===== config.mk =====
export PLATFORM = sky130hd
export DESIGN_NAME = rx_dcore_top
export DESIGN_NICKNAME = d
export VERILOG_FILES = /design/src/dcore_pkg.sv /design/src/adc_unfold.sv /design/src/prbs_gen.sv /design/src/bit_slicer.sv /design/src/prbs_check.sv /design/src/rx_dcore_top.sv
export VERILOG_INCLUDE_DIRS = /design/src /design/src/src
export SDC_FILE = /design/constraint.sdc
export NUM_CORES = 1
export LEC_CHECK = 0
export ABC_AREA = 0
export BUFFER_PORTS_ARGS = -buffer_cell sky130_fd_sc_hd__buf_2
export CAP_MARGIN = 20
export CORE_ASPECT_RATIO = 0.6
export CORE_UTILIZATION = 40
export DETAILED_ROUTE_END_ITERATION = 8
export GPL_ROUTABILITY_DRIVEN = 0
export PLACE_DENSITY = 0.57
export SYNTH_ARGS = -nofsm -noshare
export SYNTH_HDL_FRONTEND = slang
export SYNTH_SLANG_ARGS = --single-unit

===== constraint.sdc =====
create_clock -name clk_adc -period 4.6 [get_ports clk_adc]
set_input_delay 0.23 -clock clk_adc [delete_from_list [all_inputs] [get_ports clk_adc]]
set_output_delay 0.23 -clock clk_adc [all_outputs]
set_load 0.005 [all_outputs]

===== src/dcore_defines.svh =====
`ifndef DCORE_DEFINES_SVH
`define DCORE_DEFINES_SVH

// interleaved lanes delivered per clk_adc cycle
`define NTI 4

// ADC magnitude width, sign travels separately
`define NADC 7

// unfolded signed code, magnitude plus sign
`define NCODE (`NADC + 1)

// calibration window is 2**AVG_LOG2 cycles
`define AVG_LOG2 4

// PRBS7, taps at 7 and 6 bits back in serial order
`define NPRBS 7
`define NPRBS_TAP 6

// error and bit counters
`define NCNT 32

`endif


===== src/dcore_pkg.sv =====
`default_nettype none

`include "dcore_defines.svh"

package dcore_pkg;

    // raw ADC sample as delivered by one lane
    typedef struct packed {
        logic              sign;
        logic [`NADC-1:0]  mag;
    } adc_lane_t;

    typedef adc_lane_t [`NTI-1:0] adc_word_t;

    typedef logic signed [`NCODE-1:0] code_t;
    typedef code_t [`NTI-1:0] code_word_t;

    // lane 0 is the earliest bit in serial order
    typedef logic [`NTI-1:0] lane_bits_t;

    typedef logic [`NCNT-1:0] count_t;

    // ext_offset applies only while en_cal is low
    typedef struct packed {
        logic       en_cal;
        code_word_t ext_offset;
    } cal_cfg_t;

    typedef struct packed {
        logic  sel_bist;
        code_t thresh;
    } slice_cfg_t;

    typedef struct packed {
        logic [`NPRBS-1:0] init_val;
        logic              inj_err;
    } gen_cfg_t;

    // clr wins over cke
    typedef struct packed {
        logic cke;
        logic clr;
    } chk_cfg_t;

endpackage

`default_nettype wire


===== src/adc_unfold.sv =====
`timescale 1ns/1ns
`default_nettype none

`include "dcore_defines.svh"

module adc_unfold (
    input  wire logic                   clk_adc,
    input  wire logic                   rst_n_i,
    input  wire dcore_pkg::adc_word_t   adc_i,
    input  wire dcore_pkg::cal_cfg_t    cal_cfg_i,
    output      dcore_pkg::code_word_t  code_o
);
    import dcore_pkg::*;

    localparam int NDIFF    = `NCODE + 1;
    localparam int NACC     = `NCODE + `AVG_LOG2;
    localparam int CODE_MAX = 2 ** (`NCODE - 1) - 1;
    localparam int CODE_MIN = -(2 ** (`NCODE - 1));

    code_t                   mag_ext [`NTI];
    code_t                   unf     [`NTI];
    code_t                   off_eff [`NTI];
    code_t                   off_q   [`NTI];
    logic signed [NDIFF-1:0] diff    [`NTI];
    logic signed [NACC-1:0]  acc_q   [`NTI];
    logic signed [NACC-1:0]  acc_nxt [`NTI];
    logic signed [NACC-1:0]  avg     [`NTI];
    code_word_t              code_nxt;

    logic [`AVG_LOG2-1:0]    win_q;
    logic                    win_last;

    // last cycle of the averaging window
    assign win_last = &win_q;

    always_comb begin
        for (int i = 0; i < `NTI; i++) begin
            // sign set means positive
            mag_ext[i] = {1'b0, adc_i[i].mag};
            unf[i]     = adc_i[i].sign ? mag_ext[i] : -mag_ext[i];

            // external offset bypasses the register so it lands on the next edge
            off_eff[i] = cal_cfg_i.en_cal ? off_q[i] : cal_cfg_i.ext_offset[i];
            diff[i]    = unf[i] - off_eff[i];

            if (diff[i] > CODE_MAX) begin
                code_nxt[i] = code_t'(CODE_MAX);
            end else if (diff[i] < CODE_MIN) begin
                code_nxt[i] = code_t'(CODE_MIN);
            end else begin
                code_nxt[i] = diff[i][`NCODE-1:0];
            end

            // running sum includes the current sample
            acc_nxt[i] = acc_q[i] + unf[i];
            avg[i]     = acc_nxt[i] >>> `AVG_LOG2;
        end
    end

    always_ff @(posedge clk_adc) begin
        if (!rst_n_i) begin
            code_o <= '0;
            win_q  <= '0;
            for (int i = 0; i < `NTI; i++) begin
                off_q[i] <= '0;
                acc_q[i] <= '0;
            end
        end else begin
            code_o <= code_nxt;
            if (cal_cfg_i.en_cal) begin
                win_q <= win_q + 1'b1;
                for (int i = 0; i < `NTI; i++) begin
                    if (win_last) begin
                        off_q[i] <= avg[i][`NCODE-1:0];
                        acc_q[i] <= '0;
                    end else begin
                        acc_q[i] <= acc_nxt[i];
                    end
                end
            end else begin
                // idle window, offset tracks the external value
                win_q <= '0;
                for (int i = 0; i < `NTI; i++) begin
                    off_q[i] <= cal_cfg_i.ext_offset[i];
                    acc_q[i] <= '0;
                end
            end
        end
    end

endmodule

`default_nettype wire


===== src/prbs_gen.sv =====
`timescale 1ns/1ns
`default_nettype none

`include "dcore_defines.svh"

module prbs_gen (
    input  wire logic                  clk_adc,
    input  wire logic                  rst_n_i,
    input  wire dcore_pkg::gen_cfg_t   gen_cfg_i,
    output      dcore_pkg::lane_bits_t bits_o
);

    localparam int NSEQ = `NPRBS + `NTI;

    // state_q[0] is the oldest bit of the history
    logic [`NPRBS-1:0] state_q;
    logic [NSEQ-1:0]   seq;
    logic [`NTI-1:0]   flip;

    // unroll NTI serial steps of the Fibonacci LFSR
    always_comb begin
        seq = {{`NTI{1'b0}}, state_q};
        for (int i = 0; i < `NTI; i++) begin
            seq[`NPRBS + i] = seq[i] ^ seq[i + `NPRBS - `NPRBS_TAP];
        end
    end

    // error injection touches lane 0 of the output only
    always_comb begin
        flip    = '0;
        flip[0] = gen_cfg_i.inj_err;
    end

    always_ff @(posedge clk_adc) begin
        if (!rst_n_i) begin
            state_q <= gen_cfg_i.init_val;
            bits_o  <= '0;
        end else begin
            // keep the newest NPRBS bits as next history
            state_q <= seq[`NTI +: `NPRBS];
            bits_o  <= seq[`NPRBS +: `NTI] ^ flip;
        end
    end

endmodule

`default_nettype wire


===== src/bit_slicer.sv =====
`timescale 1ns/1ns
`default_nettype none

`include "dcore_defines.svh"

module bit_slicer (
    input  wire logic                    clk_adc,
    input  wire logic                    rst_n_i,
    input  wire dcore_pkg::code_word_t   code_i,
    input  wire dcore_pkg::lane_bits_t   bist_i,
    input  wire dcore_pkg::slice_cfg_t   slice_cfg_i,
    output      dcore_pkg::lane_bits_t   bits_o
);
    import dcore_pkg::*;

    code_t      lane_code [`NTI];
    lane_bits_t dec;
    lane_bits_t bits_nxt;

    // signed compare per lane, equal to thresh decides zero
    always_comb begin
        for (int i = 0; i < `NTI; i++) begin
            lane_code[i] = code_i[i];
            dec[i]       = lane_code[i] > slice_cfg_i.thresh;
        end
    end

    // self-test bits bypass the comparator
    assign bits_nxt = slice_cfg_i.sel_bist ? bist_i : dec;

    always_ff @(posedge clk_adc) begin
        if (!rst_n_i) begin
            bits_o <= '0;
        end else begin
            bits_o <= bits_nxt;
        end
    end

endmodule

`default_nettype wire


===== src/prbs_check.sv =====
`timescale 1ns/1ns
`default_nettype none

`include "dcore_defines.svh"

module prbs_check (
    input  wire logic                  clk_adc,
    input  wire logic                  rst_n_i,
    input  wire dcore_pkg::lane_bits_t bits_i,
    input  wire dcore_pkg::chk_cfg_t   chk_cfg_i,
    output      dcore_pkg::count_t     err_count_o,
    output      dcore_pkg::count_t     total_count_o
);
    import dcore_pkg::*;

    localparam int NSEQ = `NPRBS + `NTI;
    localparam int NERR = $clog2(`NTI + 1);

    // received history, hist_q[0] oldest
    logic [`NPRBS-1:0] hist_q;
    logic [NSEQ-1:0]   seq;
    logic [`NTI-1:0]   err;
    logic [NERR-1:0]   n_err;

    // history followed by the new word in serial order
    assign seq = {bits_i, hist_q};

    // predict each lane from the seven bits before it
    always_comb begin
        n_err = '0;
        for (int i = 0; i < `NTI; i++) begin
            err[i] = bits_i[i] ^ seq[i] ^ seq[i + `NPRBS - `NPRBS_TAP];
            n_err  = n_err + NERR'(err[i]);
        end
    end

    always_ff @(posedge clk_adc) begin
        if (!rst_n_i) begin
            hist_q <= '0;
        end else begin
            // self-synchronizing, history always follows the line
            hist_q <= seq[`NTI +: `NPRBS];
        end
    end

    always_ff @(posedge clk_adc) begin
        if (!rst_n_i) begin
            err_count_o   <= '0;
            total_count_o <= '0;
        end else if (chk_cfg_i.clr) begin
            err_count_o   <= '0;
            total_count_o <= '0;
        end else if (chk_cfg_i.cke) begin
            err_count_o   <= err_count_o + count_t'(n_err);
            total_count_o <= total_count_o + count_t'(`NTI);
        end
    end

endmodule

`default_nettype wire


===== src/rx_dcore_top.sv =====
`timescale 1ns/1ns
`default_nettype none

module rx_dcore_top (
    input  wire logic                    clk_adc,
    input  wire logic                    rst_n_i,
    input  wire dcore_pkg::adc_word_t    adc_i,
    input  wire dcore_pkg::cal_cfg_t     cal_cfg_i,
    input  wire dcore_pkg::slice_cfg_t   slice_cfg_i,
    input  wire dcore_pkg::gen_cfg_t     gen_cfg_i,
    input  wire dcore_pkg::chk_cfg_t     chk_cfg_i,
    output wire dcore_pkg::code_word_t   dump_data_o,
    output wire dcore_pkg::count_t       err_count_o,
    output wire dcore_pkg::count_t       total_count_o
);
    import dcore_pkg::*;

    wire code_word_t codes;
    wire lane_bits_t bist_bits;
    wire lane_bits_t rx_bits;

    // unfolded codes double as the capture dump
    assign dump_data_o = codes;

    // stage 1, unfold and offset removal
    adc_unfold unfold_i (
        .clk_adc   (clk_adc),
        .rst_n_i   (rst_n_i),
        .adc_i     (adc_i),
        .cal_cfg_i (cal_cfg_i),
        .code_o    (codes)
    );

    // self-test source
    prbs_gen prbs_gen_i (
        .clk_adc   (clk_adc),
        .rst_n_i   (rst_n_i),
        .gen_cfg_i (gen_cfg_i),
        .bits_o    (bist_bits)
    );

    // stage 2, decisions
    bit_slicer slicer_i (
        .clk_adc     (clk_adc),
        .rst_n_i     (rst_n_i),
        .code_i      (codes),
        .bist_i      (bist_bits),
        .slice_cfg_i (slice_cfg_i),
        .bits_o      (rx_bits)
    );

    // stage 3, error counting
    prbs_check prbs_check_i (
        .clk_adc       (clk_adc),
        .rst_n_i       (rst_n_i),
        .bits_i        (rx_bits),
        .chk_cfg_i     (chk_cfg_i),
        .err_count_o   (err_count_o),
        .total_count_o (total_count_o)
    );

endmodule

`default_nettype wire


Yosys cells after proc, flatten, opt, wreduce, memory -nomap -nowiden
Memory sizes are Yosys's and may differ from the RTL's.
Index checks and enable logic that the tools add are counted.
Widths: inputs -> output; s select.
Word-level totals
  register bits after elaboration: 122
  word-level logic and storage cells: 138
  bits of input ports: 86
  bits in writable memories: 80
  latch bits: 0
  bits in read-only memories: 0
  memories kept: 2
  output and inout port bits: 96
Memories
  unfold_i.acc_q: depth 4, width 12, rd ports 4, clocked after memory_dff 0, write ports 4, line adc_unfold.sv:25  | logic signed [NACC-1:0] acc_q [`NTI];
  unfold_i.off_q: depth 4, width 8, rd ports 4, clocked after memory_dff 0, write ports 4, line adc_unfold.sv:23  | code_t off_q [`NTI];
Operators by class
  reduce and logical (&&, ||, !) cells: 7
  equality and inequality tests: 0
  $lt $le $gt $ge: 12
  $mul: 0
  shifts and indexed selects: 0
  $add $sub $neg: 18
  divide/modulo/power cells: 0
  muxes and demuxes: 50
  bitwise logic cells: 34
Operators by type and width (number)
  $mux 8: 20
  $mux 12: 12
  $add 12x8->12: 4
  $gt 9x8->1 const B: 4
  $lt 9x8->1 const B: 4
  $sub 8x8->9: 4
  $mux 7: 5
  $add 32x3->32: 1
  $add 32x3->32 const B: 1
  $gt 8x8->1: 4
  $neg 7->8: 4
  $or 1x1->1: 20
  $mux 1: 12
  $xor 1x1->1: 12
  $reduce_or 2->1: 5
  $add 3x1->3: 2
  $add 4x1->4 const B: 1
  $mux 4: 1
  $reduce_and 4->1: 1
  $xor 4x1->4: 1
  $add 1x1->2: 1
  $reduce_and 2->1: 1
  $not 1->1: 1

Logic depth before layout (Yosys ltp)
  depth after elaboration: 8
  depth in mapped cells: 16
  mapped depth without buffers: 16

Hierarchy
A second synthesis with hierarchy kept.
Unflattened totals
  cells, all modules: 1492
  area, all modules: 13616.8 µm²
By module, submodules not included
  adc_unfold: area each 9023.7 µm², instances 1, cells each 973
  prbs_check: area each 3300.7 µm², instances 1, cells each 378
  bit_slicer: area each 892.1 µm², instances 1, cells each 111
  prbs_gen: area each 400.4 µm², instances 1, cells each 30

Least setup slack after synthesis
Ideal clock, no wire load.
  kind: input to register
  start: input cal_cfg_i[32] (netlist bit)
  end: register unfold_i.code_o[10] (netlist bit)
  buffers on the path: 3
  arrival: 3287 ps
  stages on the path: 13
  library setup time: 115 ps
  slack: 1198 ps
  required time: 4485 ps
  path through: buf_2 > buf_2 > buf_1 > mux2i_1 > ha_1 > nor2b_1 > o21ai_0 > a21oi_1 > o21a_1 > o2111a_1 > a311oi_2 > nor2_1 > o21a_1
Between the ends
  longest elaborated chain between the ends: 5
Ends and longest elaborated chain
  start, declared: line rx_dcore_top.sv:8  | input wire dcore_pkg::cal_cfg_t cal_cfg_i,
  $mux 8 *: line adc_unfold.sv:43  | off_eff[i] = cal_cfg_i.en_cal ? off_q[i] : cal_cfg_i.ext_offset[i];
  $sub 8x8->9 *: line adc_unfold.sv:44  | diff[i] = unf[i] - off_eff[i];
  $lt 9x8->1: line adc_unfold.sv:48  | end else if (diff[i] < CODE_MIN) begin
  $mux 8: line adc_unfold.sv:48
  $mux 7 *: line adc_unfold.sv:46  | if (diff[i] > CODE_MAX) begin
  end signal, assigned: line adc_unfold.sv:69  | code_o <= code_nxt;
  end, declared: line adc_unfold.sv:11  | output dcore_pkg::code_word_t code_o
Mark *: on every way between the ends. The rest lies on a longest branch, timed or not.
A chain may end at the register's enable or synchronous reset.

Worst setup path after layout
  start: register slicer_i.bits_o[0]
  end: register prbs_check_i.err_count_o[28]
Between the ends
  longest elaborated chain between the ends: 6
Ends and longest elaborated chain
  start, declared: line bit_slicer.sv:12  | output dcore_pkg::lane_bits_t bits_o
  start signal, assigned: line bit_slicer.sv:35  | bits_o <= bits_nxt;
  $xor 1x1->1 (2 in series): line prbs_check.sv:32  | err[i] = bits_i[i] ^ seq[i] ^ seq[i + `NPRBS - `NPRBS_TAP];
  $add 1x1->2: line prbs_check.sv:33  | n_err = n_err + NERR'(err[i]);
  $add 3x1->3 (2 in series): line prbs_check.sv:33
  $add 32x3->32: line prbs_check.sv:54  | err_count_o <= err_count_o + count_t'(n_err);
  end signal, assigned: line prbs_check.sv:54
  end, declared: line prbs_check.sv:11  | output dcore_pkg::count_t err_count_o,
Every way passes these cells.

==> metrics.md <==
| Metric | Value |
|---|---|
| Status | `finished with violations` |
| Failing checks | `design-rule violations` |
| Slew margin rel. | `0.358` |
| Synth area leader | `dfxtp_1` |
| Hold Path Class | `input port to flip-flop` |
| Cts bufs inserted | `17` |
| Synth top cells by count | `157 x nor2_1, 144 x dfxtp_1, 111 x ha_1` |
| Final Hold Violating Endpoints | `0` |
| Avg Inst Size Synth | `a little over 9 sq um` |
| Post-synth cell types | `92` |
| Min Tclk post-route | `approximately 3.6 ns` |
| Max-slew violation count | `0` |
| IO Pins | `about 180` |
| Asr flop ratio synth | `0` |
| RSZ-0062 raised after global routing | `false` |
| Post-Layout Cell Count | `2019` |
| Gr usage total | `0.205` |
| CP max stage delay | `0.42 ns` |
| CTS Sinks | `200` |
| Max Buffers Root-to-Sink | `2` |
| Detailed placement HPWL | `between 20000 and 30000 um` |
| N_diodes | `0` |
| Largest net degree at the start of global routing | `49` |
| Mapped Cells | `approximately 1400` |
| CTS clock-pin slew for the worst setup and hold paths | `0.08 ns` |
| Worst reg-to-reg setup slack | `between 1 and 1.5 ns` |
| Post-synth EDFFs | `56` |
| Max Clock Freq | `between 200 and 300 MHz` |
| Post-CTS Setup Bufs | `0` |
| Starting Density | `0.410` |
| Post-synthesis sequential area ratio | `0.355` |
| Skew final | `roughly 0.012 ns` |
| Mean routed wirelength per cell | `roughly 16 um` |
| Area Overhead vs Synth | `15.9%` |
| Primary FF master, synth | `dfxtp_1` |
| Drt pass-1 iters | `7` |
| Clk Latency, worst-skew pair | `0.45 ns` |
| Tcrit/Tclk final | `0.778` |
| Tightest Pin Transition | `around 0.96 ns` |
| Core Region | `~0.031 sq mm` |
| # setup viols final | `0` |
| Most frequent cell after synthesis | `nor2_1` |
| Hold-fix buffers at CTS | `5` |
| Placed cells | `slightly below 2000` |
| Seq cells post-synth | `200` |
| Vias in the first global route | `between 9000 and 10000` |
| Die Area | `approximately 0.033 sq mm` |
| Initial antenna violation count | `0` |
| Startpoint types | `flip-flop` |
| First-pass GRT wire length | `between 50000 and 60000 um` |
| Share of the synthesized area in the top cell type | `0.224` |
| Post-Route WL | `around 33000 um` |
| CTS tree | `built` |
| Top cells by area, synth | `dfxtp_1 22%, edfxtp_1 13%, ha_1 11%, xnor2_1 4.8%, nor2_1 4.6%` |
| Critical path cell sequence | `xnor2_1 -> xnor2_1 -> ha_1 -> inv_1 -> fa_1 -> inv_1 -> ha_1 -> fa_1 -> a21oi_1 -> nor2_1 -> nand2_1 -> or2_2 -> nor3_1 -> nand4_1 -> xor2_1 -> nor2_1` |
| Die Wd | `approximately 230 um` |
| Fill count | `3059` |
| Iter 0 DRT Violations | `581` |
| H-tree depth | `4` |
| Post-CTS Resized | `0` |
| Synth warnings | `0` |
| Layout cells sized above 1 | `0.177` |
| CTS Root Cell | `clkbuf_16` |
| Max Cap Violations | `0` |
| Critical path capture point type | `flip-flop` |
| Nets | `around 1800` |
| Worst-path maximum fanout | `6` |
| DRC viols | `12` |
| Power Density | `between 300 and 400 mW/mm^2` |
| Die height | `~140 um` |
| Vias/cell | `approximately 5.1` |
| Critical Path RT | `~4.9 ns` |
| Leak Pwr | `6.55 nW` |
| Final setup TNS | `0 ns` |
| Cell Rows | `50` |
| Mapped cell area | `0.0129 sq mm` |
| IO Port Bufs | `between 150 and 200` |
| Kind of critical path | `flip-flop to flip-flop` |
| Max VDD drop | `roughly 0.26 mV` |
| Slowest cell on the critical path | `fa_1` |
| CP arrival | `3.90 ns` |
| Antenna viol nets, final | `0` |
| Via count | `10400` |
| GR Overflow Total | `0` |
-- metrics by stage --
stage               instance area (sq um)  hold WS, ns  worst slack [ns]  power, W   util
global route                        14900       0.0231             0.701   0.00561  0.475
finish                              14900       0.0370              1.02   0.00527  0.475
floorplan                           13000        0.374              1.20   0.00329      -
CTS                                 14900      0.00331              1.06   0.00532  0.475
global placement                    14300        0.421              1.11   0.00376  0.455
detailed placement                  14300        0.433              1.02   0.00377  0.455
-- cell usage in the layout (no fill, tap or decap), drive strengths merged, types with 5 or more instances in the layout --
master / synthesis / layout
clkbuf: 27 / 19
a22o: 15 / 15
a21boi: 7 / 7
buf: 15 / 188
a21oi: 73 / 73
nand3: 37 / 37
or3: 18 / 18
clkinv: 0 / 5
nor2: 158 / 158
a31oi: 18 / 18
o21a: 40 / 40
nor2b: 16 / 16
o31ai: 12 / 12
edfxtp: 56 / 56
dfxtp: 144 / 144
maj3: 6 / 6
nor3: 30 / 30
nand2: 74 / 74
nand2b: 17 / 17
inv: 76 / 80
fa: 10 / 10
xnor2: 70 / 70
dlygate4sd3: 0 / 6
or2: 10 / 10
conb: 2 / 26
o21ai: 72 / 72
and3: 13 / 13
o22ai: 12 / 12
mux2: 16 / 16
ha: 111 / 111
a21o: 20 / 20
and4: 6 / 6
xor2: 68 / 68
and2: 39 / 39
mux2i: 36 / 36
nand4: 13 / 13
-- layout make-up --
type	count	area (sq um)	area share
clock buffers	19	464	0.0311
flip-flops and latches	200	4560	0.306
clock inverters	13	118	0.00788
inverters	76	285	0.0191
repair buffers	194	1020	0.0686
multi-input cells	1101	7940	0.532
well taps	416	520	0.0349
-- kinds of logic after synthesis --
kind of cell / after synthesis / synth area share
AND/OR/NAND/NOR: 444 / 0.171
AO/OA/AOI/OAI: 311 / 0.166
flip-flops: 200 / 0.355
XOR/XNOR: 141 / 0.102
adder cells (fa/ha/maj): 127 / 0.128
buffers and inverters: 118 / 0.0358
multiplexers: 52 / 0.0420
other: 2 / 0.000584
-- metal layers --
layer	vias up	wire, um	share of wire	GRT usage
li1	5333	-	-	-
met5	-	0	0	0
met4	0	313	0.0095	0.0393
met2	178	14100	0.43	0.307
met3	17	1230	0.037	0.0376
met1	4866	17300	0.53	0.305
-- path summary, 6_finish.rpt --
kind	from	to	cells after the start
worst max-delay path	slicer_i.bits_o[0]	prbs_check_i.err_count_o[28]	16
worst min-delay path	gen_cfg_i[4]	prbs_gen_i.state_q[3]	3
worst max register to register	slicer_i.bits_o[0]	prbs_check_i.err_count_o[28]	16
worst min register to register	prbs_check_i.hist_q[5]	prbs_check_i.hist_q[1]	1
-- flip-flops by register name, summed over array words and instances (netlist names) --
name,flops
unfold_i.acc_q,48
prbs_check_i.err_count_o,32
unfold_i.code_o,32
unfold_i.off_q,32
prbs_check_i.total_count_o,30
prbs_check_i.hist_q,7
prbs_gen_i.state_q,7
prbs_gen_i.bits_o,4
slicer_i.bits_o,4
unfold_i.win_q,4
-- power breakdown --
part	internal (W)	total (W)	switching (W)
registers	0.00199	0.00209	0.000105
logic	0.000726	0.00165	0.000927
clock network	0.000799	0.00152	0.000723
total	0.00351	0.00527	0.00176
-- worst max-delay path: cells and delay by family, from the launching register on --
family | cells | cell delay (ns)
xor gates and xnor gates | 3 | 0.50
buffers and inverters | 2 | 0.14
DFF | 1 | 0.33
adders and majority gates | 4 | 1.06
AOI/OAI and AO/OA | 1 | 0.12
and+or+nand+nor | 6 | 1.31
No activity file was read; power rests on OpenSTA's default activity.
